===== src/b1Pkg.sv =====
package b1Pkg;

	// Line buffer geometry
	localparam int lbDepth = 256;	// Entries per bank, one per pixel on the line

	// Watchdog kick register, word address of $300001
	localparam logic [23:1] wdKickAddr = 23'h18_0000;

	typedef logic [11:0] palAddrT;	// Palette RAM address

	// One line buffer entry
	typedef struct packed {
		logic [7:0] pal;	// Sprite palette
		logic [3:0] color;	// Zero is transparent
	} lbEntryT;

	// Sprite pixel write into the render bank
	typedef struct packed {
		logic we;
		logic [7:0] x;
		lbEntryT entry;
	} spriteWrT;

	// Fix tile byte, two 4-bit pixels plus palette
	typedef struct packed {
		logic load;
		logic [7:0] data;	// High nibble for odd pixels
		logic [3:0] pal;
	} fixInT;

	// One fix pixel
	typedef struct packed {
		logic [3:0] pal;
		logic [3:0] pix;	// Opaque when nonzero
	} fixPixT;

	// CPU bus snapshot for one cycle
	typedef struct packed {
		logic strobe;
		logic write;
		logic [23:1] addr;
	} cpuBusT;

	typedef enum logic [1:0] {srcCpu, srcBlank, srcFix, srcSprite} paSrcE;	// PA source tag
	typedef enum logic {wdRun, wdFire} wdStateE;

endpackage

===== src/palAddrStage.sv =====
`timescale 1ns/1ps

module palAddrStage (
	input logic S1H1,
	input logic nS1H1,
	input b1Pkg::cpuBusT cpuBus,
	input logic hBlank,
	input b1Pkg::lbEntryT sprPix,
	input b1Pkg::fixPixT fixPix,
	output b1Pkg::palAddrT palAddr,
	output b1Pkg::paSrcE paSrc
);

	logic cpuPal;	// Palette space $400000 to $7FFFFF
	logic cpuPalD;
	logic [11:0] cpuAddrD;	// CPU word address bits 12 to 1
	logic hBlankD;
	b1Pkg::palAddrT nextAddr;
	b1Pkg::paSrcE nextSrc;

	assign cpuPal = cpuBus.strobe && !cpuBus.addr[23] && cpuBus.addr[22];

	// Align with the stage registers
	always_ff @(posedge S1H1 or posedge nS1H1)
	begin
		if (nS1H1)
		begin
			cpuPalD <= 1'b0;
			cpuAddrD <= '0;
			hBlankD <= 1'b0;
		end
		else
		begin
			cpuPalD <= cpuPal;
			cpuAddrD <= cpuBus.addr[12:1];
			hBlankD <= hBlank;
		end
	end

	// CPU, then blank, then opaque fix, then sprite
	always_comb
	begin
		if (cpuPalD)
		begin
			nextAddr = cpuAddrD;
			nextSrc = b1Pkg::srcCpu;
		end
		else if (hBlankD)
		begin
			nextAddr = '0;
			nextSrc = b1Pkg::srcBlank;
		end
		else if (fixPix.pix != 4'd0)
		begin
			nextAddr = {4'd0, fixPix.pal, fixPix.pix};	// Fix palettes sit in the low 256
			nextSrc = b1Pkg::srcFix;
		end
		else
		begin
			nextAddr = {sprPix.pal, sprPix.color};
			nextSrc = b1Pkg::srcSprite;
		end
	end

	// Output register
	always_ff @(posedge S1H1 or posedge nS1H1)
	begin
		if (nS1H1)
		begin
			palAddr <= '0;
			paSrc <= b1Pkg::srcBlank;
		end
		else
		begin
			palAddr <= nextAddr;
			paSrc <= nextSrc;
		end
	end

endmodule


===== config.mk =====
export PLATFORM = sky130hd
export DESIGN_NAME = palAddrStage
export DESIGN_NICKNAME = d
export VERILOG_FILES = /design/src/b1Pkg.sv /design/src/palAddrStage.sv
export SDC_FILE = /design/constraint.sdc
export NUM_CORES = 1
export LEC_CHECK = 0
export BUFFER_PORTS_ARGS = -buffer_cell sky130_fd_sc_hd__buf_2
export CORE_UTILIZATION = 40
export DETAILED_ROUTE_END_ITERATION = 12
export PLACE_DENSITY = 0.76
export SLEW_MARGIN = 20
export SYNTH_ARGS = -nofsm -noshare
export SYNTH_HDL_FRONTEND = slang
export SYNTH_SLANG_ARGS = --single-unit

===== constraint.sdc =====
create_clock -name S1H1 -period 1.4 [get_ports S1H1]
set_input_delay 0.14 -clock S1H1 [delete_from_list [all_inputs] [get_ports S1H1]]
set_output_delay 0.14 -clock S1H1 [all_outputs]
set_load 0.005 [all_outputs]

==> flow_summary.ini, run 1 <==
[final_layout]
post_layout_nonfiller_instances = 174
syn_to_final_growth_pct = 50.8
drive_gt1_frac = 0.418
postLayoutCellArea_sq_mm = 0.00145
layout.filler_cells = 186
antenna-diode-count = 0
final_nets = 195

[clock_tree]
cts_root_buffer_type = clkbuf_4
clock_tree.buffer_depth = 2
clk_latency_ns = 0.33
tritoncts.num_buffers = 3
clock_tree_from_tritoncts = done
cts_resized = 0
cts.sinks = 28
clk_pin_slew_ns = 0.13
post_cts_hold_buffer_count = 15
post-cts-setup-buffers = 0
htree_num_levels = 1

[critical_path]
crit_chain = buf_2
crit_fanout = 1
critical_path.top_delay_family = flip-flops
cpPeakStageDelay_ns = 0.53
path_buf_inv = 1
cp_data_arrival_time_ns = 0.96
cp-start-kind = register
critPathCaptureType = output port
crit_slowest_cell = dfstp_2
setup.worst_path.class = register to output port
cp_data_required_time_ns = 1.26

[grt]
grt_antenna_before_repair = 0
grt_max_degree = 29
grt-ovfl-total = 0
grt_first_pass_wirelength_microns = 3040
grt_use_total = 0.167
grt_pass1_vias = 767

[routing]
avgViaCountPerCell = 4.44
drt_pass1_iterations = 4
initialDrtViolationCount = 7
met3_wirelength_microns = 113
detailroute.via_count = 772
wl_met1_microns = 786
route.detailed.drc = 0
detailroute.wirelength.met2_microns = 960
drt.antenna.violating_nets = 0
wl_per_cell_microns = 11.0
routed_wirelength_microns = 1910
dr.max_layer_used = met4

[pwr]
switchingPower_w = 0.000310
power_per_cell_area_mw_per_mm2 = 986
comb_power_share = 0.129
cellInternalPower_w = 0.00112
total_leakage_power_nw = 0.737
power.total_w = 0.00143
netSwitchingFraction = 0.217
seq_power_share = 0.606
worst_ir_drop_vdd_v = 0.000636
share_clk_of_total_power = 0.265

[sta]
setup_skew_after_layout_ns = 0.00466
totalNegativeSetupSlack_ns = 0
final_period_utilization = 0.784
timing.final.max_slew_violations = 0
finalSetupViolations = 0
finalHoldViolCount = 0
finalCriticalPeriod_ns = 1.10
rsz0062_at_grt = no
tightest_slew_ns = 0.323
max_clock_freq_ghz = 0.911
fin_ws_ns = 0.303
timing.slew.headroom = 0.785

[place]
place_area_sq_mm = 0.00126
place_ws_ns = 0.226
gpl.final_weighted_congestion = 0.660
port-buffer-count = 51
place_inst = 155
dp.final_hpwl_microns = 1330

[worst_hold_path]
worstHoldPathType = primary input to register

[job]
max_cap_viol_count = 0

[synthesis]
ys_ff_latch = 28
synth_area_leaders = dfrtp_1 70%, o21ai_1 6.3%, nand2_1 5.1%, mux2i_1 4.2%, nand2b_1 3.3%
synth-compound-area-share = 0.0834
netlist_instances = 76
mappedNetlistArea_sq_um = 960
syn_area_per_cell_sq_um = 12.6
yosys.area_share.adder = 0
synth.yosys.seq_area_share = 0.731
synth_warnings = 0
combinational_family_with_the_most_area_after_synthesis = simple AND/OR/NAND/NOR gates
yosysUniqueCellTypes = 13
synth.top_cell.area_share = 0.704
synthesis.nets = 124
cell_type_contributing_the_most_total_cell_area_after_synthesis = dfrtp_1
post_synth_mux_area_share = 0.0417
yosys.area_share.xor_xnor = 0
synth_simple_gate_area_share = 0.124

[floorplan]
die_x_microns = 51.0
effective_utilization_at_floorplan = 0.430
design.die.area_sq_mm = 0.00260
io-pin-count = 62
placeableCoreArea_sq_mm = 0.00223
chip_height_microns = 51.0
num_rows = 17

[outcome]
result_of_the_run = finished clean
## synthesized netlist by cell type
cell and count:
dfrtp_1 27, nand2_1 13, o21ai_1 12, nand2b_1 5
a21oi_1 4, mux2i_1 4, clkbuf_1 3, nor2_1 3
dfstp_2 1, inv_1 1, inv_2 1, nor4_4 1
or2_1 1
## per-layer routing
layer  track usage  vias up
met1         0.200      350
met3        0.0298        5
met5             0        -
li1              -      385
met2         0.274       32
met4         0.111        0
## logic make-up after synthesis
logic type	count (synthesis)
DFF	28
AOI/OAI and AO/OA	16
muxes	4
buffers and inverters	5
and+or+nand+nor	23
## final timing paths
| check | from | endpoint | slack, ns | cells past startpoint |
|---|---|---|---|---|
| worst max-delay path | paSrc[0] | paSrc[0] | 0.30 | 1 |
| worst min-delay path | cpuBus[24] | cpuPalD | 0.02 | 3 |
| worst max register to register | hBlankD | palAddr[5] | 0.36 | 2 |
| worst min register to register | cpuAddrD[2] | palAddr[2] | 0.48 | 2 |
| max in group asynchronous | nS1H1 | paSrc[0] | 0.72 | 4 |
| min in group asynchronous | nS1H1 | palAddr[0] | 0.39 | 4 |
## layout by cell type (no fill, tap or decap), drive strengths merged
cell type    count
buf             54
dfrtp           27
dlygate4sd3     15
nand2           13
o21ai           12
nand2b           5
mux2i            4
a21oi            4
clkbuf           4
nor2             3
inv              2
nor4             1
or2              1
dfstp            1
## final cells by class
cell class | instances | area (sq um) | share of cell area
well taps | 28 | 35.0 | 0.0242
inverters | 2 | 7.51 | 0.00519
multi-input cells | 43 | 239 | 0.165
clock buffers | 4 | 36.3 | 0.0251
repair buffers | 69 | 428 | 0.296
flip-flops and latches | 28 | 702 | 0.485
## through the flow
stage	hold WS, ns	utilization
floorplan	0.171	-
global placement	0.208	0.565
detailed placement	0.208	0.565
CTS	0.0212	0.648
global route	0.0216	0.648
finish	0.0214	0.648
## power by group through the flow
stage / combinational, W / clock (W) / sequential (W)
6_report: 0.000184 / 0.000378 / 0.000866
5_1_grt: 0.000204 / 0.000425 / 0.000871
4_1_cts: 0.000185 / 0.000389 / 0.000867
3_5_place_dp: 0.000153 / 0 / 0.000882
3_3_place_gp: 0.000147 / 0 / 0.000882
2_1_floorplan: 0.0000546 / 0 / 0.000885
## sequential cells by signal, indices dropped and copies added (netlist names)
| signal | flops |
|---|---|
| palAddr | 12 |
| hBlankD | 1 |
| paSrc | 2 |
| cpuAddrD | 12 |
| cpuPalD | 1 |
No activity file was read; power rests on OpenSTA's default activity.
==> inputs of run 2 (changes only) <==
clock period = 1.1 ns   (was 1.4 ns; I/O delays follow)
==> flow_summary.ini, run 2 (same netlist as run 1, synthesis figures left out) <==
[outcome]
result_of_the_run = finished clean

[critical_path]
critical_path.top_delay_family = flip-flops
rr_worst_depth = 3
crit_slowest_cell = dfstp_2
cpPeakStageDelay_ns = 0.54
critical_path_cell_count = 1
crit_fanout = 1
critPathCaptureType = output port
crit_chain = buf_2
path_buf_inv = 1
cp-start-kind = register
cp_data_arrival_time_ns = 0.95
cp_data_required_time_ns = 0.99
setup.worst_path.class = register to output port

[clock_tree]
htree_num_levels = 1
cts_root_buffer_type = clkbuf_4
cts.sinks = 28
clock_tree.buffer_depth = 2
clk_latency_ns = 0.31
clock_tree_from_tritoncts = done
tritoncts.num_buffers = 3
clk_pin_slew_ns = 0.13

[routing]
wl_per_cell_microns = 11.2
avgViaCountPerCell = 4.47
drt.antenna.violating_nets = 0
detailroute.via_count = 795
routed_wirelength_microns = 2000
drt_pass1_iterations = 4
route.detailed.drc = 0
initialDrtViolationCount = 22

[floorplan]
io-pin-count = 62
placeableCoreArea_sq_mm = 0.00223
effective_utilization_at_floorplan = 0.430
chip_height_microns = 51.0
design.die.area_sq_mm = 0.00260
die_x_microns = 51.0
num_rows = 17

[sta]
finalHoldViolCount = 0
finalSetupViolations = 0
timing.final.max_slew_violations = 0
setup_skew_after_layout_ns = 0.00182
timing.slew.headroom = 0.790
max_clock_freq_ghz = 0.943
finalCriticalPeriod_ns = 1.06
tightest_slew_ns = 0.315
final_period_utilization = 0.964
rsz0062_at_grt = yes

[final_layout]
syn_to_final_growth_pct = 54.8
layout_top_registers = cpuAddrD: 12 flops, palAddr: 12 flops, paSrc: 2 flops
multi_input_area_sq_um = 241
final_nets = 199
post_layout_nonfiller_instances = 178
postLayoutCellArea_sq_mm = 0.00149
mostFrequentLayoutCells = 51 x buf_2, 27 x dfrtp_1, 17 x dlygate4sd3_1
antenna-diode-count = 0
most_common_cell_after_layout_fill_and_taps_aside = buf_2
ff_latch_area_sq_um = 702
drive_gt1_frac = 0.427
layout.filler_cells = 175

[place]
dp.final_hpwl_microns = 1390
place_area_sq_mm = 0.00128
port-buffer-count = 51
gpl.final_weighted_congestion = 0.697
place_inst = 157

[pwr]
worst_ir_drop_vdd_v = 0.00110
power_per_cell_area_mw_per_mm2 = 1220
total_leakage_power_nw = 0.757

[worst_hold_path]
worstHoldPathType = primary input to register
min_path_cells = 3

[job]
max_cap_viol_count = 0

[grt]
grt-ovfl-total = 0
grt_antenna_before_repair = 0
grt_pass1_vias = 775
grt_max_degree = 29
grt_first_pass_wirelength_microns = 3310
grt_use_total = 0.180
## run 2: cell count changes in the layout (fill, tap and decap cells not counted), sizes merged
cell,before,now
dlygate4sd3,15,17
buf,54,56
## run 2: cell type report
cell class / count / area share
Clock buffer: 4 / 0.0244
Timing Repair Buffer: 73 / 0.312
Inverter: 2 / 0.00505
Multi-Input combinational cell: 43 / 0.163
Sequential cell: 28 / 0.473
Tap cell: 28 / 0.0236
## run 2: layer usage
metal | vias to the layer above | wire [microns] | GRT usage
met2 | 36 | 1020 | 0.300
met1 | 360 | 791 | 0.224
met3 | 4 | 128 | 0.0268
li1 | 395 | - | -
met4 | 0 | 51 | 0.0972
met5 | - | 0 | 0
## run 2: stage by stage
step           worst slack [ns]  total power [W]  hold slack [ns]  TNS [ns]   util
2_1_floorplan           0.00792          0.00120            0.141         0      -
3_3_place_gp           -0.00101          0.00131            0.177  -0.00101  0.571
3_5_place_dp            -0.0340          0.00132            0.177   -0.0749  0.571
4_1_cts                  0.0303          0.00183           0.0167         0  0.664
5_1_grt                -0.00568          0.00192           0.0166  -0.00568  0.665
6_report                 0.0399          0.00182           0.0169         0  0.665
## run 2: report_power, final
group	switching (W)	total [W]	internal, W
sequential	0.0000158	0.00110	0.00109
combinational	0.000103	0.000245	0.000142
clock	0.000267	0.000470	0.000202
## run 2: final timing paths
check	slack, ns	startpoint	to
worst max-delay path	0.04	paSrc[0]	paSrc[0]
worst min-delay path	0.02	sprPix[10]	palAddr[10]
worst max register to register	0.15	cpuPalD	palAddr[8]
worst min register to register	0.49	cpuAddrD[3]	palAddr[3]
max in group asynchronous	0.45	nS1H1	paSrc[0]
min in group asynchronous	0.37	nS1H1	palAddr[2]
## run 2: what timing repair did
item | in CTS | in global routing
buffers inserted | 0 | 0
hold endpoints to repair | 41 | 0
setup endpoints to repair | 0 | 4
gates resized for setup | 0 | 1
hold buffers | 17 | 0
