==> src/b1Pkg.sv <==
package b1Pkg;

	// Line buffer geometry
	localparam int lbDepth = 256;	// Entries per bank, one per pixel on the line

	// Watchdog kick register, word address of $300001
	localparam logic [23:1] wdKickAddr = 23'h18_0000;

	typedef logic [11:0] palAddrT;	// Palette RAM address

	// One line buffer entry
	typedef struct packed {
		logic [7:0] pal;	// Sprite palette
		logic [3:0] color;	// Zero is transparent
	} lbEntryT;

	// Sprite pixel write into the render bank
	typedef struct packed {
		logic we;
		logic [7:0] x;
		lbEntryT entry;
	} spriteWrT;

	// Fix tile byte, two 4-bit pixels plus palette
	typedef struct packed {
		logic load;
		logic [7:0] data;	// High nibble for odd pixels
		logic [3:0] pal;
	} fixInT;

	// One fix pixel
	typedef struct packed {
		logic [3:0] pal;
		logic [3:0] pix;	// Opaque when nonzero
	} fixPixT;

	// CPU bus snapshot for one cycle
	typedef struct packed {
		logic strobe;
		logic write;
		logic [23:1] addr;
	} cpuBusT;

	typedef enum logic [1:0] {srcCpu, srcBlank, srcFix, srcSprite} paSrcE;	// PA source tag
	typedef enum logic {wdRun, wdFire} wdStateE;

endpackage
==> src/fixLatchStage.sv <==
`timescale 1ns/1ps

module fixLatchStage (
	input logic S1H1,
	input logic nS1H1,
	input b1Pkg::fixInT fixIn,
	input logic [7:0] pixelX,
	output b1Pkg::fixPixT fixPix
);

	logic [7:0] heldData;	// Last loaded tile byte
	logic [3:0] heldPal;
	logic [7:0] curData;
	logic [3:0] curPal;

	// New byte takes effect in its load cycle
	assign curData = fixIn.load ? fixIn.data : heldData;
	assign curPal = fixIn.load ? fixIn.pal : heldPal;

	// Tile latch
	always_ff @(posedge S1H1 or posedge nS1H1)
	begin
		if (nS1H1)
		begin
			heldData <= '0;
			heldPal <= '0;
		end
		else if (fixIn.load)
		begin
			heldData <= fixIn.data;
			heldPal <= fixIn.pal;
		end
	end

	// Pixel parity picks the nibble
	always_ff @(posedge S1H1 or posedge nS1H1)
	begin
		if (nS1H1)
			fixPix <= '0;	// Transparent
		else
		begin
			fixPix.pal <= curPal;
			fixPix.pix <= pixelX[0] ? curData[7:4] : curData[3:0];	// Odd is high
		end
	end

endmodule

==> config.mk <==
export PLATFORM = sky130hd
export DESIGN_NAME = fixLatchStage
export DESIGN_NICKNAME = d
export VERILOG_FILES = /design/src/b1Pkg.sv /design/src/fixLatchStage.sv
export SDC_FILE = /design/constraint.sdc
export NUM_CORES = 1
export LEC_CHECK = 0
export BUFFER_PORTS_ARGS = -buffer_cell sky130_fd_sc_hd__buf_4
export CAP_MARGIN = 10
export CORE_MARGIN = 2
export CORE_UTILIZATION = 38
export CTS_CLUSTER_DIAMETER = 40
export DETAILED_ROUTE_END_ITERATION = 7
export PLACE_DENSITY = 0.67
export SLEW_MARGIN = 25
export SYNTH_ARGS = -nofsm -noshare
export SYNTH_HDL_FRONTEND = slang
export SYNTH_SLANG_ARGS = --single-unit
==> constraint.sdc <==
create_clock -name S1H1 -period 1.34 [get_ports S1H1]
set_clock_uncertainty 0.1 [all_clocks]
set_input_delay 0.134 -clock S1H1 [delete_from_list [all_inputs] [get_ports S1H1]]
set_output_delay 0.134 -clock S1H1 [all_outputs]
set_load 0.01 [all_outputs]
==> PnR_summary.wiki, run 1 <==
{| class="wikitable"
! Metric !! Value
|-
| Cell area after layout || 1000 sq um
|-
| Number of H-tree levels || 1
|-
| Vias/cell || 4.89
|-
| Global placement routability congestion || 0.624
|-
| Layout area overhead || 53.3%
|-
| Final antenna-violating net count || 0
|-
| Routed wire length per instance || 13.1 um
|-
| Count of vias placed by the detailed router || 445
|-
| Number of cells produced by synthesis || 35
|-
| Maximum number of pins on one net before global-route repair || 17
|-
| Total number of clock tree sinks || 16
|-
| Summed negative setup slack over all endpoints || 0 ps
|-
| Tot Pwr || 1.08 mW
|-
| Number of buffers added for setup after CTS || 0
|-
| Number of max-slew violations in the final report || 0
|-
| Residual overflow from global routing || 0
|-
| Count of final setup violators || 0
|-
| Buffers from clock root to sink, at most || 2
|-
| Peak fanout along the critical path || 2
|-
| Standard cell core area || 1560 sq um
|-
| Worst min-delay path class || in -> reg
|-
| Required time of the critical path || 1390 ps
|-
| I/O pin count || 31
|-
| Post-cts gate resize count || 0
|-
| Critical path capture point type || register
|-
| Clk_lat worst skew || 270 ps
|-
| Residual DRC count || 0
|-
| Standby leakage power || 0.461 nW
|-
| PortBufs || 23
|-
| Cell variety after synth || 6
|-
| Number of iterations in the first detailed-routing pass || 2
|-
| Setup repair after global routing missed its margin || no
|-
| Final min period || 1210 ps
|-
| Start-to-end type of the worst setup path || in -> reg
|-
| Iteration-0 DRC count of the detailed router || 3
|-
| Maximum achievable frequency || 823 MHz
|-
| Critical path arrival || 1270 ps
|-
| Chip Height || 45.5 um
|-
| Worst VDD drop || 0.000664 V
|-
| Clk pin slew, worst setup/hold paths || 90 ps
|-
| Top library cells by usage in the layout, fill and taps aside || 25 x buf_4, 16 x dfrtp_1, 13 x dlygate4sd3_1
|-
| Post-synthesis cell area || 654 sq um
|-
| Number of max-cap violations || 0
|-
| Leading cell type in the layout, fill and taps excluded || buf_4
|-
| Outcome || finished, final reports clean
|-
| Power density cells || 1080 nW/um^2
|-
| Critical path launch point type || input port
|-
| Die width || 45.5 um
|-
| Synth Register Bits || 16
|-
| Area after detailed placement || 837 sq um
|-
| Sequential-to-total area share from yosys stat || 0.612
|-
| Overall routed net length || 1190 um
|-
| Die footprint || 2070 sq um
|-
| Clock tree from TritonCTS || done
|-
| Global-route total usage across every layer || 0.139
|-
| Layout Nets || 99
|-
| Mean Syn Cell Area || 18.7 sq um
|-
| Vias in the first global route || 478
|-
| Headroom to the max-slew limit || 0.865
|-
| Crit share post-route || 0.906
|-
| Number of antenna violations at the first check in global routing || 0
|-
| Effective utilization at floorplan || 0.420
|-
| Site row count || 14
|-
| Synth Net Count || 58
|-
| Antenna fix cells || 0
|-
| Number of warning messages in the yosys log || 0
|-
| Endpoints failing hold || 0
|-
| Fraction of layout instances using a drive strength above 1 || 0.600
|-
| TritonCTS buffer count || 3
|-
| CTS root buf || clkbuf_4
|-
| Transition time of the tightest slew-check pin || 202 ps
|-
| Quantity of hold-fixing buffers added after cts || 13
|-
| Global-route wire length before repair || 1990 um
|}
-- cell type report --
type | count | area (sq um)
clock buffer | 4 | 36.3
fill | 117 | 556
inverter | 1 | 3.75
multi-input combinational | 16 | 225
sequential | 16 | 400
tap | 16 | 20.0
timing repair buffer | 38 | 318
-- worst paths after layout --
kind | slack (ps) | depth (start not counted) | start | endpoint
worst max-delay path | 130 | 3 | fixIn[11] | fixPix[3]
worst min-delay path | 70 | 2 | pixelX[0] | fixPix[0]
worst max register to register | 280 | 1 | heldData[3] | fixPix[3]
worst min register to register | 410 | 1 | heldData[6] | heldData[6]
max in group asynchronous | 650 | 4 | nS1H1 | heldPal[1]
min in group asynchronous | 310 | 4 | nS1H1 | heldPal[0]
-- per-stage QoR --
step	util	hold WS (ps)	worst slack (ps)	cells
after global placement	0.537	59.7	255	74
after floorplan	-	-52.3	321	35
after CTS	0.644	62.8	144	91
after global routing	0.644	62.9	111	91
after detailed placement	0.537	57.4	252	74
final	0.644	69.7	126	91
-- state kept, by name, summed over array words and instances, names as in the netlist --
signal,flops
heldPal,4
fixPix,4
heldData,8
-- cells in the mapped netlist (all sizes together) --
cell | instances | area, sq um
dfrtp | 16 | 400
mux2 | 12 | 135
mux4 | 4 | 90.1
buf | 1 | 11.3
clkbuf | 1 | 13.8
inv | 1 | 3.75
-- power by group --
group	leakage, nW	internal [mW]	switching, mW
sequential	0.187	0.533	0.0209
combinational	0.253	0.145	0.0705
clock	0.0210	0.165	0.145
-- kinds of logic (layout without fill, tap and decap cells) --
| family | after synthesis | in the layout | synth area share |
|---|---|---|---|
| buffers and inverters | 3 | 43 | 0.0440 |
| flip-flops | 16 | 16 | 0.612 |
| multiplexers | 16 | 16 | 0.344 |
-- per-layer routing --
layer / vias up / wire length [um] / track usage
li1: 207 / - / -
met1: 227 / 464 / 0.148
met2: 11 / 681 / 0.265
met3: 0 / 43 / 0.0357
met4: 0 / 0 / 0.0353
met5: - / 0 / 0
-- critical path: stages --
cell and delay (ps):
dlygate4sd3_1 540, buf_4 140, mux4_2 450
No activity file was read; power rests on OpenSTA's default activity.
==> inputs of run 2 (changes only) <==
- CELL_PAD_IN_SITES_DETAIL_PLACEMENT: not set -> 1
- CELL_PAD_IN_SITES_GLOBAL_PLACEMENT: not set -> 1
- CORE_UTILIZATION: 38 -> 34
- PLACE_DENSITY: 0.67 -> 0.73
==> run 2 against run 1 <==
Clock power barely moved. Die area rose by 11%. Register-to-register slack barely moved. First-iteration DRC count fell by 100%. Flip-flop and latch count did not move. Critical path depth did not move. Power barely moved. Sequential power barely moved.
==> PnR_summary.wiki, run 2 (synthesis gave the netlist of run 1 again) <==
{| class="wikitable"
! Metric !! Value
|-
| Final min period || 1210 ps
|-
| Fraction of layout instances using a drive strength above 1 || 0.622
|-
| Global-route wire length before repair || 1970 um
|-
| Die footprint || 2290 sq um
|-
| Top reg by flops || heldData
|-
| Internal power || 0.841 mW
|-
| Critical path launch point type || input port
|-
| Leading cell type in the layout, fill and taps excluded || buf_4
|-
| Non-filler instance count after layout || 99
|-
| Number of buffers added for setup after CTS || 0
|-
| Start-to-end type of the worst setup path || in -> reg
|-
| Sequential fraction of design power || 0.513
|-
| Layout Nets || 98
|-
| Transition time of the tightest slew-check pin || 204 ps
|-
| I/O pin count || 31
|-
| Cell Chain, Critical Path || dlygate4sd3_1 > buf_4 > mux4_2
|-
| GRT Max-Usage Layer || met2
|-
| Biggest regs || heldData (8), fixPix (4), heldPal (4)
|-
| Routed wire length per instance || 12.2 um
|-
| CTS root buf || clkbuf_4
|-
| Iteration-0 DRC count of the detailed router || 0
|-
| Worst-path cell with the longest stage delay || dlygate4sd3_1
|-
| Top library cells by usage in the layout, fill and taps aside || 26 x buf_4, 16 x dfrtp_1, 12 x mux2_2
|-
| Required time of the critical path || 1390 ps
|-
| Final worst-path setup slack || 127 ps
|-
| Summed negative setup slack over all endpoints || 0 ps
|-
| Count of vias placed by the detailed router || 434
|-
| Residual overflow from global routing || 0
|-
| Maximum number of pins on one net before global-route repair || 17
|-
| Largest incremental delay on the critical path || 550 ps
|-
| Critical path arrival || 1270 ps
|-
| Outcome || finished, final reports clean
|-
| Worst VDD drop || 0.000863 V
|-
| Global-route total usage across every layer || 0.125
|-
| Headroom to the max-slew limit || 0.864
|-
| Number of flip-flops under the largest register name || 8
|-
| Standby leakage power || 0.457 nW
|-
| Clk pin slew, worst setup/hold paths || 90 ps
|-
| Peak fanout along the critical path || 2
|-
| Maximum achievable frequency || 824 MHz
|-
| Slack of the worst reg-to-reg path || 280 ps
|-
| Setup repair after global routing missed its margin || no
|-
| Layout area overhead || 53.2%
|-
| Switching share of power || 0.220
|-
| Crit share post-route || 0.905
|-
| Number of iterations in the first detailed-routing pass || 1
|-
| End of the worst register-to-register path || fixPix[2]
|-
| Vias in the first global route || 439
|-
| Chip Height || 47.9 um
|-
| Launching element of the worst setup path || fixIn[6]
|-
| Critical path capture point type || register
|-
| Standard cell core area || 1760 sq um
|-
| GR Layer Usage met2 || 0.224
|-
| TritonCTS buffer count || 3
|-
| Source of the worst register-to-register timing path || heldData[6]
|-
| R2R cell count || 1
|-
| Clk_lat worst skew || 270 ps
|-
| Antenna fix cells || 0
|-
| HPWL after detailed placement || 895 um
|-
| Post-cts gate resize count || 0
|-
| Overall routed net length || 1210 um
|-
| Die width || 47.9 um
|-
| Endpoints failing hold || 0
|-
| Number of antenna violations at the first check in global routing || 0
|-
| Vias/cell || 4.38
|-
| Number of H-tree levels || 1
|-
| Number of max-cap violations || 0
|-
| Clock tree from TritonCTS || done
|-
| Pre-CTS WS || 246 ps
|-
| Final antenna-violating net count || 0
|-
| Part of the power in the clock network || 0.290
|-
| Fraction of power consumed by combinational cells || 0.198
|-
| Global placement routability congestion || 0.660
|-
| Met3 capacity usage during global routing || 0.0377
|-
| Worst hold margin || 7.48 ps
|-
| PortBufs || 23
|-
| Number of max-slew violations in the final report || 0
|-
| Worst min-delay path class || in -> reg
|-
| Count of final setup violators || 0
|-
| Effective utilization at floorplan || 0.371
|-
| Crit path capture || fixPix[2]
|-
| Power density cells || 1080 nW/um^2
|-
| Residual DRC count || 0
|-
| Switching power || 0.237 mW
|-
| Grt met1 use || 0.153
|-
| Total number of clock tree sinks || 16
|-
| Cell Count Post-Placement || 84
|-
| Site row count || 15
|-
| Buffers from clock root to sink, at most || 2
|}
==> run 2: cell count changes in the layout (fill, tap and decap cells not counted), sizes merged <==
cell / delta
dlygate4sd3: -2
buf: +1
==> run 2: final cells by class <==
class	instances	area [sq um]
fillers	195	762
flip-flops and latches	16	400
repair buffers	37	305
multi-input cells	16	225
clock buffers	4	36.3
well taps	25	31.3
inverters	1	3.75
==> run 2: worst min-delay path by stage <==
stage,cells past startpoint,slack [ps],from,to
3_3_place_gp,3,60,nS1H1,fixPix[0]
3_5_place_dp,3,80,nS1H1,fixPix[2]
6_report,2,7,fixIn[11],heldData[7]
2_1_floorplan,1,-50,nS1H1,fixPix[0]
4_1_cts,2,2,fixIn[4],heldData[0]
5_1_grt,2,2,fixIn[4],heldData[0]
==> run 2: layer usage <==
layer | up-vias | wire (um)
li1 | 207 | -
met1 | 211 | 540
met2 | 16 | 617
met3 | 0 | 55
met4 | 0 | 0
met5 | - | 0
==> run 2: worst max-delay path, delay by kind of cell <==
family / cells / cell delay (ps)
buffers and inverters: 2 / 690
multiplexers: 1 / 440
==> run 2: power groups by stage <==
stage	sequential [mW]	combinational (mW)	clock (mW)
after floorplan	0.574	0.0859	0
after global placement	0.562	0.187	0
after detailed placement	0.565	0.191	0
after CTS	0.555	0.217	0.323
after global routing	0.561	0.234	0.343
final	0.553	0.213	0.312
==> run 2: per-stage QoR <==
stage	total power, mW	cell area [sq um]	util
after floorplan	0.660	654	-
after global placement	0.749	856	0.485
after detailed placement	0.756	856	0.485
after CTS	1.09	1000	0.568
after global routing	1.14	1000	0.568
final	1.08	1000	0.568
==> run 2: repair_timing <==
item                                   CTS  global route
hold buffers                            11             0
endpoints found under the hold margin   26             0
setup endpoints to repair                0             0
==> inputs of run 3 (changes only) <==
- CORE_UTILIZATION: 34 -> 37
- PLACE_DENSITY: 0.73 -> 0.78
- SETUP_SLACK_MARGIN: not set -> 0.15
- clock period: 1.34 -> 1.4 ns (I/O delays scaled with it)
==> run 3 against run 2 <==
Register-to-register slack improved by 50 ps. Clock-buffer cell count did not move. Core utilization increased by 1.3 points. Global-route usage rose by 0.82 points. Flip-flop and latch count did not move. Via count up 3.2%. Sequential share of layout area rose by 0.81 points. Power down 5.0%. Largest power group unchanged.
==> PnR_summary.wiki, run 3 (synthesis gave the netlist of run 1 again) <==
{| class="wikitable"
! Metric !! Value
|-
| Number of max-slew violations in the final report || 0
|-
| Worst min-delay path class || in -> reg
|-
| Transition time of the tightest slew-check pin || 576 ps
|-
| Endpoints failing hold || 0
|-
| Number of antenna violations at the first check in global routing || 0
|-
| Top reg by flops || heldData
|-
| Crit share post-route || 0.878
|-
| Residual DRC count || 0
|-
| Final min period || 1230 ps
|-
| Tot Pwr || 1.02 mW
|-
| Layout Nets || 96
|-
| Vias/cell || 5.03
|-
| Effective utilization at floorplan || 0.387
|-
| Switching share of power || 0.217
|-
| Die width || 46.1 um
|-
| Peak fanout along the critical path || 2
|-
| Start-to-end type of the worst setup path || in -> reg
|-
| Headroom to the max-slew limit || 0.616
|-
| Pre-CTS WS || 242 ps
|-
| Outcome || finished, final reports clean
|-
| Routed wire length per instance || 13.3 um
|-
| Number of H-tree levels || 1
|-
| Global-route total usage across every layer || 0.134
|-
| Summed negative setup slack over all endpoints || 0 ps
|-
| Area after detailed placement || 823 sq um
|-
| Residual overflow from global routing || 0
|-
| Die footprint || 2120 sq um
|-
| Number of max-cap violations || 0
|-
| Leading cell type in the layout, fill and taps excluded || buf_4
|-
| Clock tree from TritonCTS || done
|-
| Fraction of layout instances using a drive strength above 1 || 0.597
|-
| Critical path capture point type || register
|-
| Internal power || 0.802 mW
|-
| Clk pin slew, worst setup/hold paths || 90 ps
|-
| Endpoint with the worst hold slack || heldData[1]
|-
| Vias in the first global route || 464
|-
| I/O pin count || 31
|-
| PortBufs || 23
|-
| Count of vias placed by the detailed router || 448
|-
| TritonCTS buffer count || 3
|-
| Clk_lat worst skew || 270 ps
|-
| Iteration-0 DRC count of the detailed router || 1
|-
| Layout area overhead || 50.1%
|-
| Switching power || 0.222 mW
|-
| Fillcell total || 167
|-
| Multi-input logic area || 225 sq um
|-
| Part of the power in the clock network || 0.286
|-
| Worst VDD drop || 0.000587 V
|-
| Worst hold stages || 2
|-
| R2R cell count || 1
|-
| Total number of clock tree sinks || 16
|-
| End of the worst register-to-register path || fixPix[0]
|-
| Site row count || 15
|-
| Top library cells by usage in the layout, fill and taps aside || 23 x buf_4, 16 x dfrtp_1, 12 x mux2_2
|-
| Count of final setup violators || 0
|-
| CTS root buf || clkbuf_4
|-
| Beginning of the worst hold path || fixIn[5]
|-
| Critical path launch point type || input port
|-
| Power density cells || 1040 nW/um^2
|-
| Setup repair after global routing missed its margin || no
|-
| Required time of the critical path || 1450 ps
|-
| Antenna fix cells || 0
|-
| Number of iterations in the first detailed-routing pass || 2
|-
| Number of flip-flops under the largest register name || 8
|-
| Cell area after layout || 982 sq um
|-
| Standard cell core area || 1690 sq um
|-
| Overall routed net length || 1190 um
|-
| Global-route wire length before repair || 1990 um
|-
| Maximum achievable frequency || 813 MHz
|-
| Maximum number of pins on one net before global-route repair || 17
|-
| Chip Height || 46.1 um
|-
| Final antenna-violating net count || 0
|-
| Number of buffers added for setup after CTS || 0
|-
| Global placement routability congestion || 0.612
|-
| Source of the worst register-to-register timing path || heldData[4]
|-
| Biggest regs || heldData (8), fixPix (4), heldPal (4)
|-
| Slack of the worst reg-to-reg path || 330 ps
|-
| Final worst-path setup slack || 171 ps
|-
| Critical path arrival || 1280 ps
|-
| Standby leakage power || 0.456 nW
|-
| Flip-flop and latch area || 400 sq um
|-
| Buffers from clock root to sink, at most || 2
|-
| Worst hold margin || 15.6 ps
|-
| Sequential fraction of design power || 0.517
|-
| Fraction of power consumed by combinational cells || 0.196
|}
[run 3: worst max-delay path by stage]
stage | start | endpoint | slack [ps]
finish | fixIn[11] | fixPix[3] | 170
CTS | fixIn[9] | fixPix[1] | 190
detailed placement | fixIn[12] | fixPix[2] | 240
floorplan | heldData[4] | fixPix[0] | 380
global route | fixIn[11] | fixPix[3] | 170
global placement | fixIn[12] | fixPix[0] | 270
[run 3: critical path: stages]
cell and delay, ps:
dlygate4sd3_1 550, buf_4 140, mux4_2 450
[run 3: stage by stage]
step	utilization	cells
6_report	0.581	89
5_1_grt	0.581	89
4_1_cts	0.580	89
3_5_place_dp	0.487	73
3_3_place_gp	0.487	73
2_1_floorplan	-	35
[run 3: final cells by class]
class / instances / share of cell area
Sequential cell: 16 / 0.408
Timing Repair Buffer: 35 / 0.301
Multi-Input combinational cell: 16 / 0.229
Clock buffer: 4 / 0.0369
Tap cell: 17 / 0.0217
Inverter: 1 / 0.00382
[run 3: routing by layer]
| layer | wire length (um) | track usage | vias up |
|---|---|---|---|
| met5 | 0 | 0 | - |
| li1 | - | - | 203 |
| met3 | 60 | 0.0353 | 0 |
| met1 | 498 | 0.162 | 230 |
| met4 | 0 | 0.0171 | 0 |
| met2 | 628 | 0.242 | 15 |
[run 3: power by group through the flow]
stage / logic, mW / clock network [mW] / registers (mW)
3_3_place_gp: 0.172 / 0 / 0.537
5_1_grt: 0.218 / 0.330 / 0.537
6_report: 0.201 / 0.293 / 0.530
2_1_floorplan: 0.0822 / 0 / 0.550
4_1_cts: 0.204 / 0.309 / 0.531
3_5_place_dp: 0.177 / 0 / 0.541
[run 3: timing repair]
action	CTS	global route
hold buffers	12	0
endpoints found under the hold margin	27	0
gates resized for setup	0	1
endpoints found under the setup margin	0	1
