$ cat src/b1Pkg.sv
package b1Pkg;

	// Line buffer geometry
	localparam int lbDepth = 256;	// Entries per bank, one per pixel on the line

	// Watchdog kick register, word address of $300001
	localparam logic [23:1] wdKickAddr = 23'h18_0000;

	typedef logic [11:0] palAddrT;	// Palette RAM address

	// One line buffer entry
	typedef struct packed {
		logic [7:0] pal;	// Sprite palette
		logic [3:0] color;	// Zero is transparent
	} lbEntryT;

	// Sprite pixel write into the render bank
	typedef struct packed {
		logic we;
		logic [7:0] x;
		lbEntryT entry;
	} spriteWrT;

	// Fix tile byte, two 4-bit pixels plus palette
	typedef struct packed {
		logic load;
		logic [7:0] data;	// High nibble for odd pixels
		logic [3:0] pal;
	} fixInT;

	// One fix pixel
	typedef struct packed {
		logic [3:0] pal;
		logic [3:0] pix;	// Opaque when nonzero
	} fixPixT;

	// CPU bus snapshot for one cycle
	typedef struct packed {
		logic strobe;
		logic write;
		logic [23:1] addr;
	} cpuBusT;

	typedef enum logic [1:0] {srcCpu, srcBlank, srcFix, srcSprite} paSrcE;	// PA source tag
	typedef enum logic {wdRun, wdFire} wdStateE;

endpackage
$ cat src/watchdog.sv
`timescale 1ns/1ps

module watchdog #(
	parameter int wdFrames = 8,
	parameter int wdHold = 16
) (
	input logic S1H1,
	input logic nS1H1,
	input b1Pkg::cpuBusT cpuBus,
	input logic frameStart,
	output logic systemReset
);

	localparam int fcW = $clog2(wdFrames + 1);	// Frame counter width
	localparam int hcW = $clog2(wdHold + 1);

	b1Pkg::wdStateE state;
	logic [fcW-1:0] frameCount;	// Frames since last kick
	logic [hcW-1:0] holdCount;	// Cycles spent in reset
	logic kick;

	assign kick = cpuBus.strobe && cpuBus.write && (cpuBus.addr == b1Pkg::wdKickAddr);

	always_ff @(posedge S1H1 or posedge nS1H1)
	begin
		if (nS1H1)
		begin
			state <= b1Pkg::wdRun;
			frameCount <= '0;
			holdCount <= '0;
		end
		else
		begin
			case (state)
				b1Pkg::wdRun:
				begin
					holdCount <= '0;
					if (kick)
						frameCount <= '0;	// Kick wins over a frame in the same cycle
					else if (frameStart)
					begin
						if (frameCount == fcW'(wdFrames - 1))
						begin
							state <= b1Pkg::wdFire;	// Expired
							frameCount <= '0;
						end
						else
							frameCount <= frameCount + 1'b1;
					end
				end
				b1Pkg::wdFire:
				begin
					frameCount <= '0;	// Frames and kicks ignored while firing
					if (holdCount == hcW'(wdHold - 1))
						state <= b1Pkg::wdRun;
					else
						holdCount <= holdCount + 1'b1;
				end
				default: state <= b1Pkg::wdRun;
			endcase
		end
	end

	assign systemReset = (state == b1Pkg::wdFire);	// High for wdHold cycles

endmodule

$ cat config.mk
export PLATFORM = sky130hd
export DESIGN_NAME = watchdog
export DESIGN_NICKNAME = d
export VERILOG_FILES = /design/src/b1Pkg.sv /design/src/watchdog.sv
export SDC_FILE = /design/constraint.sdc
export NUM_CORES = 1
export LEC_CHECK = 0
export BUFFER_PORTS_ARGS = -buffer_cell sky130_fd_sc_hd__buf_2
export CORE_AREA = 4 4 41 43
export CTS_BUF_LIST = sky130_fd_sc_hd__clkbuf_8
export CTS_CLUSTER_SIZE = 14
export DETAILED_ROUTE_END_ITERATION = 10
export DIE_AREA = 0 0 45 47
export PLACE_DENSITY = 0.76
export SLEW_MARGIN = 25
export SYNTH_ARGS = -nofsm -noshare
export SYNTH_HDL_FRONTEND = slang
export SYNTH_SLANG_ARGS = --single-unit
$ cat constraint.sdc
create_clock -name S1H1 -period 2.5 [get_ports S1H1]
set_input_delay 0.125 -clock S1H1 [delete_from_list [all_inputs] [get_ports S1H1]]
set_output_delay 0.125 -clock S1H1 [all_outputs]
set_load 0.02 [all_outputs]
==> impl_metrics.csv, run 1 <==
group,metric,value,unit
run_status,status,"completed",
synth,ys_types,27,
clock_network,htreeDepth,1,
clock_network,clock-root-buffer,"clkbuf_8",
sta,finalMaxSlewViolations,0,
sta,period_minus_slack,1.60,ns
hold_path,hold_depth,3,
worst_setup_path,cp.arrival,1.73,ns
die,num_rows,13,
global_routing,grt_max_degree,11,
cells_and_area,nets,122,
synth,seq_area_frac_synth,43.9,%
synth,synth.net_count,89,
sta,setup_viol,0,
routing,drt_wl_total,1.25,mm
clock_network,cts_tree,"yes",
worst_setup_path,rr_endpoint,"holdCount[2]$_DFFE_PP0P_",
hold_path,min_path_type,"in -> reg",
synth,synth_seq_cells,10,
clock_network,insertion_delay,0.23,ns
clock_network,cts_inserted_buffers,3,
placement,place_hpwl,962,µm
placement,dp.cells,100,
worst_setup_path,cp_cell_sequence,"ha_1 -> and3_1 -> ha_1 -> nand2b_1 -> xnor2_1 -> and2_1",
synth,avgSynthCellArea,9.84,µm²
power_and_ir_drop,power.leakage,0.390,nW
power_and_ir_drop,pwr-share-clk,29.3,%
placement,io_buffers,28,
global_routing,antenna_found_initial,0,
die,design.core.area,0.00130,mm²
global_routing,globalRouteOverflowTotal,0,
routing,antenna_left,0,
power_and_ir_drop,power_frac_comb,25.3,%
cells_and_area,fillerInstances,119,
worst_setup_path,cp_common_cell,"ha_1",
worst_setup_path,cpLargestDelayFamily,"simple AND/OR/NAND/NOR gates",
sta,maxSlewHeadroom,74.0,%
die,die_w,45,µm
cells_and_area,fin_cells,104,
synth,yosysTopAreaCell,"dfrtp_1",
global_routing,grt_pass1_wl,2.05,mm
die,initial_core_util,43.8,%
die,die_area,0.00212,mm²
synth,syn-cell-area,571,µm²
routing,drc_errors,0,
placement,globalplace.congestion,0.644,
routing,viasPerCell,5.23,
sta,hold_viol,0,
global_routing,grt_use_total,13.8,%
sta,whs,0.214,ns
routing,vias,544,
power_and_ir_drop,peakVddDrop,0.423,mV
run,cap_violations,0,
worst_setup_path,setup.worst_path.start_class,"flop",
die,die_h,47,µm
sta,fin_crit_sh,64.1,%
worst_setup_path,cp_max_fo,7,
worst_setup_path,crit_type,"reg -> reg",
cells_and_area,area_growth,36.2,%
cells_and_area,register_area,250,µm²
cells_and_area,multi_input_area,305,µm²
cells_and_area,antennaDiodeCount,0,
power_and_ir_drop,switching_share,30.6,%
worst_setup_path,required,2.62,ns
worst_setup_path,endpoint_kind,"flop",
sta,worstMarginPinSlew,0.390,ns
sta,fin_setup_tns,0,ns
sta,rsz0062_at_grt,"no",
routing,post_drt_wl_per_cell,12.0,µm
power_and_ir_drop,p_int,0.000388,W
sta,max_freq,624,MHz
die,ioPinCount,29,
cells_and_area,drive_above_1_share,38.2,%
clock_network,cts.path.max_buffers,2,
routing,drtPass1Iterations,3,
worst_setup_path,cp_num_buf_inv,0,
worst_setup_path,ff2ff_setup_slack,0.90,ns
clock_network,cts.clk_slew.worst_paths,0.05,ns
synth,synthTopCellsByArea,"dfrtp_1, ha_1, nor2_1",
clock_network,cts_setup_buffers,0,
routing,dr.first_iter.drc_count,3,
worst_setup_path,critPathSlowestCell,"dfrtp_1",
worst_setup_path,rr_startpoint,"holdCount[0]$_DFFE_PP0P_",
global_routing,grt_pass1_vias,495,
clock_network,ctsResizeCount,0,
hold_path,holdPathEnd,"systemReset$_DFF_PP0_",
synth,syn_inst,58,
power_and_ir_drop,power.switching,0.000171,W
clock_network,cts.sinks,10,
hold_path,hold_start,"frameStart",
synth,synth_top_area_share,43.9,%
worst_setup_path,slowest_delay,0.40,ns
synth,yosysWarnings,0,
power_and_ir_drop,sequentialPowerShare,45.4,%
sta,fin_skew,0.00165,ns
worst_setup_path,reg2reg_depth,6,
power_and_ir_drop,cellPowerDensity,720,mW/mm²
## worst reg2reg max path: cells and delay by family, from the launching register on
family / cells / cell delay, ns
and+or+nand+nor: 3 / 0.51
adders and majority gates: 2 / 0.48
DFF: 1 / 0.40
xor gates and xnor gates: 1 / 0.12
## state kept, by name, indices dropped and copies added (netlist names)
| register | cells |
|---|---|
| holdCount | 5 |
| frameCount | 4 |
| systemReset | 1 |
## power groups by stage
stage                     Sequential [W]  Clock (W)  Combinational [W]
after global placement          0.000254          0           0.000136
after global routing            0.000262   0.000180           0.000160
after CTS                       0.000255   0.000170           0.000143
after detailed placement        0.000258          0           0.000141
final                           0.000254   0.000164           0.000142
after floorplan                 0.000253          0          0.0000899
## area by class of cell
| class | count | share of cell area [%] |
|---|---|---|
| timing repair buffer | 29 | 19.3 |
| inverter | 3 | 1.45 |
| multi-input combinational | 44 | 39.3 |
| clock buffer | 3 | 5.31 |
| tap | 15 | 2.42 |
| sequential | 10 | 32.2 |
## how the worst max path moves through the flow
stage                                  start                  endpoint  cells after the start  slack [ns]
global placement    holdCount[0]$_DFFE_PP0P_  holdCount[2]$_DFFE_PP0P_                      6        0.94
CTS                 holdCount[0]$_DFFE_PP0P_  holdCount[2]$_DFFE_PP0P_                      6        0.90
floorplan           holdCount[0]$_DFFE_PP0P_  holdCount[2]$_DFFE_PP0P_                      7        0.90
detailed placement  holdCount[0]$_DFFE_PP0P_  holdCount[2]$_DFFE_PP0P_                      6        0.90
finish              holdCount[0]$_DFFE_PP0P_  holdCount[2]$_DFFE_PP0P_                      6        0.90
global route        holdCount[0]$_DFFE_PP0P_  holdCount[2]$_DFFE_PP0P_                      6        0.83
## Yosys cell counts (all sizes together)
cell type,number
and3,1
clkbuf,1
or3,1
nor2,6
nand2b,1
nand4b,1
inv,3
nor2b,1
a211oi,1
dfrtp,10
nand2,4
o21ai,1
xnor2,2
and2,2
nor4bb,1
nor3,5
xor2,2
a21oi,1
nand3,2
mux2i,2
o22ai,1
nor4,3
ha,3
mux2,1
nand4,2
## placed cells by master, fill, tap and decap left out, types with 2 or more instances in the layout
master / n
buf_2: 28
dfrtp_1: 10
nor2_1: 6
nand2_1: 4
nor3_1: 4
inv_1: 3
ha_1: 3
clkbuf_8: 3
nand4_1: 2
nor4_1: 2
nand3_1: 2
xor2_1: 2
mux2i_1: 2
xnor2_1: 2
and2_1: 2
## per-stage QoR
step / area (µm²) / total power (W) / setup slack [ns] / util (%)
after CTS: 777 / 0.000567 / 0.895 / 59.7
after floorplan: 571 / 0.000343 / 0.897 / -
after detailed placement: 726 / 0.000399 / 0.904 / 55.8
after global routing: 777 / 0.000602 / 0.829 / 59.7
after global placement: 726 / 0.000390 / 0.938 / 55.8
final: 777 / 0.000560 / 0.896 / 59.7
## kinds of logic (layout without fill, tap and decap cells)
group | after synthesis | in the layout | share of synthesized area, %
DFF | 10 | 10 | 43.9
and+or+nand+nor | 30 | 30 | 31.1
AOI/OAI and AO/OA | 4 | 4 | 4.17
buffers and inverters | 4 | 35 | 2.63
muxes | 3 | 3 | 5.48
adders and majority gates | 3 | 3 | 6.58
xor gates and xnor gates | 4 | 4 | 6.14
## routing by layer
| metal | routed length [µm] | vias to the layer above | track usage (%) |
|---|---|---|---|
| li1 | - | 268 | - |
| met3 | 153 | 5 | 3.45 |
| met1 | 508 | 239 | 15.7 |
| met2 | 553 | 32 | 22.3 |
| met4 | 35 | 0 | 10.5 |
| met5 | 0 | - | 0 |
## timing repair
action	in CTS	in global routing
setup endpoints to repair	0	0
hold buffers	1	0
endpoints found under the hold margin	10	0
Power figures use the tool's default switching activity.
==> run 2, diff against run 1 <==
--- a/config.mk
+++ b/config.mk
@@ -5,12 +5,13 @@
 export SDC_FILE = /design/constraint.sdc
 export NUM_CORES = 1
 export LEC_CHECK = 0
+export ABC_AREA = 1
 export BUFFER_PORTS_ARGS = -buffer_cell sky130_fd_sc_hd__buf_2
-export CORE_AREA = 4 4 41 43
+export CORE_MARGIN = 4
+export CORE_UTILIZATION = 43
 export CTS_BUF_LIST = sky130_fd_sc_hd__clkbuf_8
 export CTS_CLUSTER_SIZE = 14
 export DETAILED_ROUTE_END_ITERATION = 10
-export DIE_AREA = 0 0 45 47
 export PLACE_DENSITY = 0.76
 export SLEW_MARGIN = 25
 export SYNTH_ARGS = -nofsm -noshare
==> constraint.sdc (replaced) <==
create_clock -name S1H1 -period 1.4 [get_ports S1H1]
set_input_delay 0.07 -clock S1H1 [delete_from_list [all_inputs] [get_ports S1H1]]
set_output_delay 0.07 -clock S1H1 [all_outputs]
set_load 0.02 [all_outputs]
==> impl_metrics.csv, run 2 <==
group,metric,value,unit
synth,synth_seq_cells,10,
die,initial_core_util,45.5,%
worst_setup_path,crit_type,"reg -> reg",
die,die_w,47.9,µm
placement,placed_cell_area,850,µm²
synth,yosysWarnings,0,
synth,seq_area_frac_synth,36.5,%
die,design.core.area,0.00151,mm²
routing,drtPass1Iterations,4,
synth,synth-edff-count,0,
sta,finalMaxSlewViolations,0,
cells_and_area,largest_reg_flops,5,
routing,drt_wl_total,1.49,mm
sta,max_freq,718,MHz
power_and_ir_drop,peakVddDrop,0.739,mV
global_routing,grt_max_degree,11,
cells_and_area,layout_commonest_cell,"buf_2",
sta,whs,0.209,ns
cells_and_area,layout_common_cells,"buf_2, inv_1, nand2_1, nor2_1, dfrtp_1",
sta,rsz0062_at_grt,"yes",
die,die_h,47.9,µm
global_routing,grt_pass1_vias,572,
run_status,status,"completed",
sta,period_minus_slack,1.39,ns
synth,ys_types,17,
sta,maxSlewHeadroom,75.1,%
clock_network,cts_tree,"yes",
global_routing,grt_use_total,14.0,%
cells_and_area,area_growth,37.0,%
routing,vias,714,
global_routing,antenna_found_initial,0,
placement,dp.cells,149,
routing,post_drt_wl_per_cell,9.64,µm
placement,globalplace.congestion,0.692,
clock_network,cts.sinks,10,
placement,io_buffers,28,
hold_path,min_path_type,"in -> reg",
synth,synth.net_count,135,
clock_network,cts.clk_slew.worst_paths,0.05,ns
routing,antenna_left,0,
cells_and_area,antennaDiodeCount,0,
synth,yosysTopAreaCell,"dfrtp_1",
cells_and_area,regMostFlops,"holdCount",
synth,avgSynthCellArea,6.59,µm²
power_and_ir_drop,cellPowerDensity,1380,mW/mm²
synth,synth_commonest_cells,"inv_1, nand2_1, nor2_1",
worst_setup_path,required,1.55,ns
worst_setup_path,cp_max_fo,3,
cells_and_area,fin_cells,154,
synth,ys_async_sr_fraction,100,%
cells_and_area,nets,170,
die,ioPinCount,29,
sta,setup_viol,0,
clock_network,insertion_delay,0.24,ns
placement,place_hpwl,1.18,mm
power_and_ir_drop,power.leakage,0.527,nW
clock_network,cts_setup_buffers,0,
clock_network,clock-root-buffer,"clkbuf_8",
routing,dr.first_iter.drc_count,12,
die,num_rows,14,
worst_setup_path,endpoint_kind,"flop",
synth,syn-cell-area,686,µm²
clock_network,cts.path.max_buffers,2,
die,die_area,0.00230,mm²
worst_setup_path,ff2ff_setup_slack,0.008,ns
routing,viasPerCell,4.64,
sta,fin_crit_sh,99.4,%
synth,syn_inst,104,
run,cap_violations,0,
synth,yosys_most_used_dff,"dfrtp_1",
clock_network,cts_inserted_buffers,3,
synth,synth_top_area_share,36.5,%
synth,synthTopCellsByArea,"dfrtp_1, inv_1, nand2_1",
cells_and_area,drive_above_1_share,31.9,%
routing,drc_errors,0,
global_routing,globalRouteOverflowTotal,0,
worst_setup_path,setup.worst_path.start_class,"flop",
sta,hold_viol,0,
sta,worstMarginPinSlew,0.374,ns
global_routing,grt_pass1_wl,2.24,mm
cells_and_area,final_area,940,µm²
clock_network,htreeDepth,1,
sta,fin_skew,0.00257,ns
worst_setup_path,cp.arrival,1.55,ns
run 2: cell types whose count changed in the layout (fill, tap and decap cells not counted), sizes merged, moves of 3 or more:
| cell | change |
|---|---|
| nand3 | +5 |
| nor2 | +12 |
| nor3 | -4 |
| nor4 | -3 |
| nand2 | +21 |
| inv | +23 |
run 2: what timing repair did:
action                                 4_1_cts  5_1_grt
pin swaps                                    1        5
gates resized for setup                      3        6
hold buffers                                 1        0
endpoints found under the hold margin       10        0
setup endpoints to repair                    1        3
run 2: cells by family (layout without fill, tap and decap cells):
kind of cell	count (synthesis)	after routing	synth area share, %
AND/OR/NAND/NOR	55	55	34.5
buffers and inverters	27	61	15.9
flip-flops	10	10	36.5
AO/OA/AOI/OAI	8	8	6.39
adder cells (fa/ha/maj)	3	3	5.48
XOR/XNOR	1	1	1.28
run 2: per-layer routing:
metal	vias up	GRT usage (%)	wire length [µm]
li1	379	-	-
met5	-	0	0
met1	311	17.0	602
met4	0	7.53	0
met3	0	3.76	96
met2	24	22.2	785
run 2: final cells by class:
| type | count | area, µm² |
|---|---|---|
| fill | 140 | 567 |
| multi-input combinational | 67 | 352 |
| sequential | 10 | 250 |
| timing repair buffer | 31 | 165 |
| inverter | 26 | 97.6 |
| clock buffer | 4 | 55.1 |
| tap | 16 | 20.0 |
run 2: through the flow:
stage / utilization, % / TNS [ns] / setup WS [ns] / power, W
floorplan: - / 0 / 0.0212 / 0.000811
global placement: 56.4 / 0 / 0.0408 / 0.000906
detailed placement: 56.4 / -0.00758 / -0.00758 / 0.000927
CTS: 60.9 / 0 / 0.0142 / 0.00129
global route: 62.4 / -0.145 / -0.0636 / 0.00140
finish: 62.4 / 0 / 0.00798 / 0.00130
run 2: critical path: stages (launching register included):
cell and delay, ns:
dfrtp_1 0.37, ha_2 0.20, nand2_2 0.06, nor2_2 0.10
ha_2 0.19, buf_4 0.13, nand2_2 0.08, o22ai_2 0.19
run 2: path summary, 6_finish.rpt:
kind                                             endpoint  cells past startpoint                      from
worst max-delay path             holdCount[4]$_DFFE_PP0P_                      7  holdCount[1]$_DFFE_PP0P_
worst min-delay path            frameCount[1]$_DFFE_PP0P_                      5                frameStart
worst max register to register   holdCount[4]$_DFFE_PP0P_                      7  holdCount[1]$_DFFE_PP0P_
worst min register to register   holdCount[1]$_DFFE_PP0P_                      2  holdCount[1]$_DFFE_PP0P_
max in group asynchronous       frameCount[0]$_DFFE_PP0P_                      3                     nS1H1
min in group asynchronous        holdCount[1]$_DFFE_PP0P_                      3                     nS1H1
run 2: where the power goes:
| part | leakage [nW] | total (W) | internal, W | switching (W) |
|---|---|---|---|---|
| registers | 0.131 | 0.000506 | 0.000386 | 0.000121 |
| clock network | 0.0288 | 0.000358 | 0.000247 | 0.000111 |
| logic | 0.367 | 0.000435 | 0.000204 | 0.000231 |
==> run 3, diff against run 2 <==
--- a/config.mk
+++ b/config.mk
@@ -10,6 +10,7 @@
 export CORE_MARGIN = 4
 export CORE_UTILIZATION = 43
 export CTS_BUF_LIST = sky130_fd_sc_hd__clkbuf_8
+export CTS_CLUSTER_DIAMETER = 50
 export CTS_CLUSTER_SIZE = 14
 export DETAILED_ROUTE_END_ITERATION = 10
 export PLACE_DENSITY = 0.76
==> constraint.sdc (replaced) <==
create_clock -name S1H1 -period 1.4 [get_ports S1H1]
set_input_delay 0.07 -clock S1H1 [delete_from_list [all_inputs] [get_ports S1H1]]
set_output_delay 0.07 -clock S1H1 [all_outputs]
set_load 0.1 [all_outputs]
==> impl_metrics.csv, run 3 (synthesis results as in run 2) <==
group,metric,value,unit
power_and_ir_drop,peakVddDrop,0.933,mV
power_and_ir_drop,power.leakage,0.536,nW
worst_setup_path,crit_type,"reg -> reg",
cells_and_area,layout_commonest_cell,"buf_2",
placement,io_buffers,28,
global_routing,grt_pass1_vias,572,
run_status,violations,"negative setup slack",
sta,max_freq,691,MHz
clock_network,cts_tree,"yes",
placement,place_hpwl,1.19,mm
placement,dp.cells,149,
power_and_ir_drop,sequentialPowerShare,36.8,%
die,die_area,0.00230,mm²
worst_setup_path,cp-endpoint,"holdCount[3]$_DFFE_PP0P_",
clock_network,insertion_delay,0.23,ns
power_and_ir_drop,cellPowerDensity,1470,mW/mm²
clock_network,cts_inserted_buffers,3,
cells_and_area,layout_common_cells,"buf_2, inv_1, nand2_1, nor2_1, dfrtp_1",
cells_and_area,regMostFlops,"holdCount",
routing,viasPerCell,4.57,
cells_and_area,area_growth,37.8,%
cells_and_area,drive_above_1_share,31.2,%
sta,hold_viol,0,
cells_and_area,fin_cells,154,
hold_path,min_path_type,"in -> reg",
sta,whs,0.230,ns
global_routing,grt_max_degree,11,
clock_network,cts.sinks,10,
worst_setup_path,ff2ff_setup_slack,-0.05,ns
power_and_ir_drop,p_int,0.000839,W
power_and_ir_drop,pwr-share-clk,25.2,%
routing,drt_wl_total,1.47,mm
power_and_ir_drop,total_power,0.00139,W
worst_setup_path,cp.arrival,1.56,ns
cells_and_area,nets,170,
global_routing,globalRouteOverflowTotal,0,
die,die_h,47.9,µm
worst_setup_path,rr_startpoint,"holdCount[1]$_DFFE_PP0P_",
sta,period_minus_slack,1.45,ns
cells_and_area,largest_reg_flops,5,
clock_network,cts.clk_slew.worst_paths,0.05,ns
sta,fin_skew,0.00249,ns
die,ioPinCount,29,
sta,setup_ws,-0.0467,ns
power_and_ir_drop,switching_share,39.6,%
sta,rsz0062_at_grt,"yes",
die,num_rows,14,
sta,fin_setup_tns,-0.0467,ns
routing,antenna_left,0,
cells_and_area,antennaDiodeCount,0,
die,initial_core_util,45.5,%
run,cap_violations,0,
clock_network,cts.path.max_buffers,2,
sta,finalMaxSlewViolations,0,
placement,globalplace.congestion,0.705,
worst_setup_path,reg2reg_depth,8,
routing,dr.first_iter.drc_count,3,
worst_setup_path,setup.worst_path.start_class,"flop",
power_and_ir_drop,power_frac_comb,37.9,%
worst_setup_path,required,1.51,ns
global_routing,antenna_found_initial,0,
sta,maxSlewHeadroom,67.8,%
routing,drc_errors,0,
clock_network,htreeDepth,1,
worst_setup_path,cp_max_fo,3,
global_routing,grt_use_total,13.4,%
global_routing,grt_pass1_wl,2.17,mm
worst_setup_path,endpoint_kind,"flop",
run_status,status,"complete, but fails checks",
clock_network,clock-root-buffer,"clkbuf_8",
sta,fin_crit_sh,103,%
cells_and_area,fillerInstances,144,
die,design.core.area,0.00151,mm²
sta,worstMarginPinSlew,0.486,ns
die,die_w,47.9,µm
routing,drtPass1Iterations,3,
routing,post_drt_wl_per_cell,9.53,µm
worst_setup_path,cp-startpoint,"holdCount[1]$_DFFE_PP0P_",
power_and_ir_drop,power.switching,0.000550,W
placement,place_ws,-0.0318,ns
routing,vias,704,
sta,setup_viol,1,
worst_setup_path,rr_endpoint,"holdCount[3]$_DFFE_PP0P_",
## run 3: cell types whose count changed in the layout (fill, tap and decap cells not counted)
| cell | previous run | this run |
|---|---|---|
| dfrtp_1 | 10 | 9 |
| nor2_1 | 16 | 17 |
| nand2_2 | 2 | 0 |
| buf_6 | 0 | 1 |
| nand2_1 | 23 | 24 |
| buf_4 | 2 | 1 |
| dfrtp_2 | 0 | 1 |
| nand2_4 | 0 | 1 |
| nor2_2 | 1 | 0 |
## run 3: how the worst min path moves through the flow
stage	startpoint	end	slack [ns]	cells past startpoint
floorplan	nS1H1	frameCount[0]$_DFFE_PP0P_	-0.09	1
global placement	nS1H1	frameCount[0]$_DFFE_PP0P_	0.06	2
detailed placement	nS1H1	frameCount[0]$_DFFE_PP0P_	0.06	2
CTS	frameStart	frameCount[1]$_DFFE_PP0P_	0.22	5
global route	frameStart	frameCount[1]$_DFFE_PP0P_	0.24	5
finish	frameStart	frameCount[1]$_DFFE_PP0P_	0.23	5
## run 3: power groups by stage
| stage | logic, W | registers [W] | clock network, W |
|---|---|---|---|
| after global placement | 0.000497 | 0.000501 | 0 |
| after CTS | 0.000521 | 0.000504 | 0.000358 |
| after floorplan | 0.000334 | 0.000568 | 0 |
| after global routing | 0.000596 | 0.000530 | 0.000378 |
| final | 0.000527 | 0.000512 | 0.000350 |
| after detailed placement | 0.000514 | 0.000507 | 0 |
## run 3: through the flow
step	util (%)	instance area, µm²
3_3_place_gp	56.5	851
6_report	62.7	945
4_1_cts	61.0	918
3_5_place_dp	56.5	851
5_1_grt	62.7	945
2_1_floorplan	-	687
## run 3: critical path: stages, from the launching register on
cell,delay (ns)
dfrtp_1,0.40
ha_2,0.21
nand2_1,0.06
nor2_1,0.05
ha_2,0.19
inv_2,0.07
nand4_1,0.13
o21ai_1,0.16
a21oi_1,0.05
## run 3: layout make-up
cell class	count	area, µm²	area share (%)
Multi-Input combinational cell	67	352	37.2
Sequential cell	10	251	26.6
Timing Repair Buffer	31	169	17.9
Inverter	26	97.6	10.3
Clock buffer	4	55.1	5.83
Tap cell	16	20.0	2.12
## run 3: metal layers
| metal | GRT usage, % | wire [µm] | vias to the layer above |
|---|---|---|---|
| met1 | 15.5 | 580 | 306 |
| met2 | 23.2 | 809 | 16 |
| met3 | 4.14 | 77 | 0 |
| li1 | - | - | 382 |
| met4 | 4.84 | 0 | 0 |
| met5 | 0 | 0 | - |
## run 3: repair_timing
action                                  CTS  global route
hold endpoints to repair                 10             0
hold buffers                              1             0
endpoints found under the setup margin    1             4
resized for setup                         2             7
setup buffers                             0             0
pin swaps                                 0             4
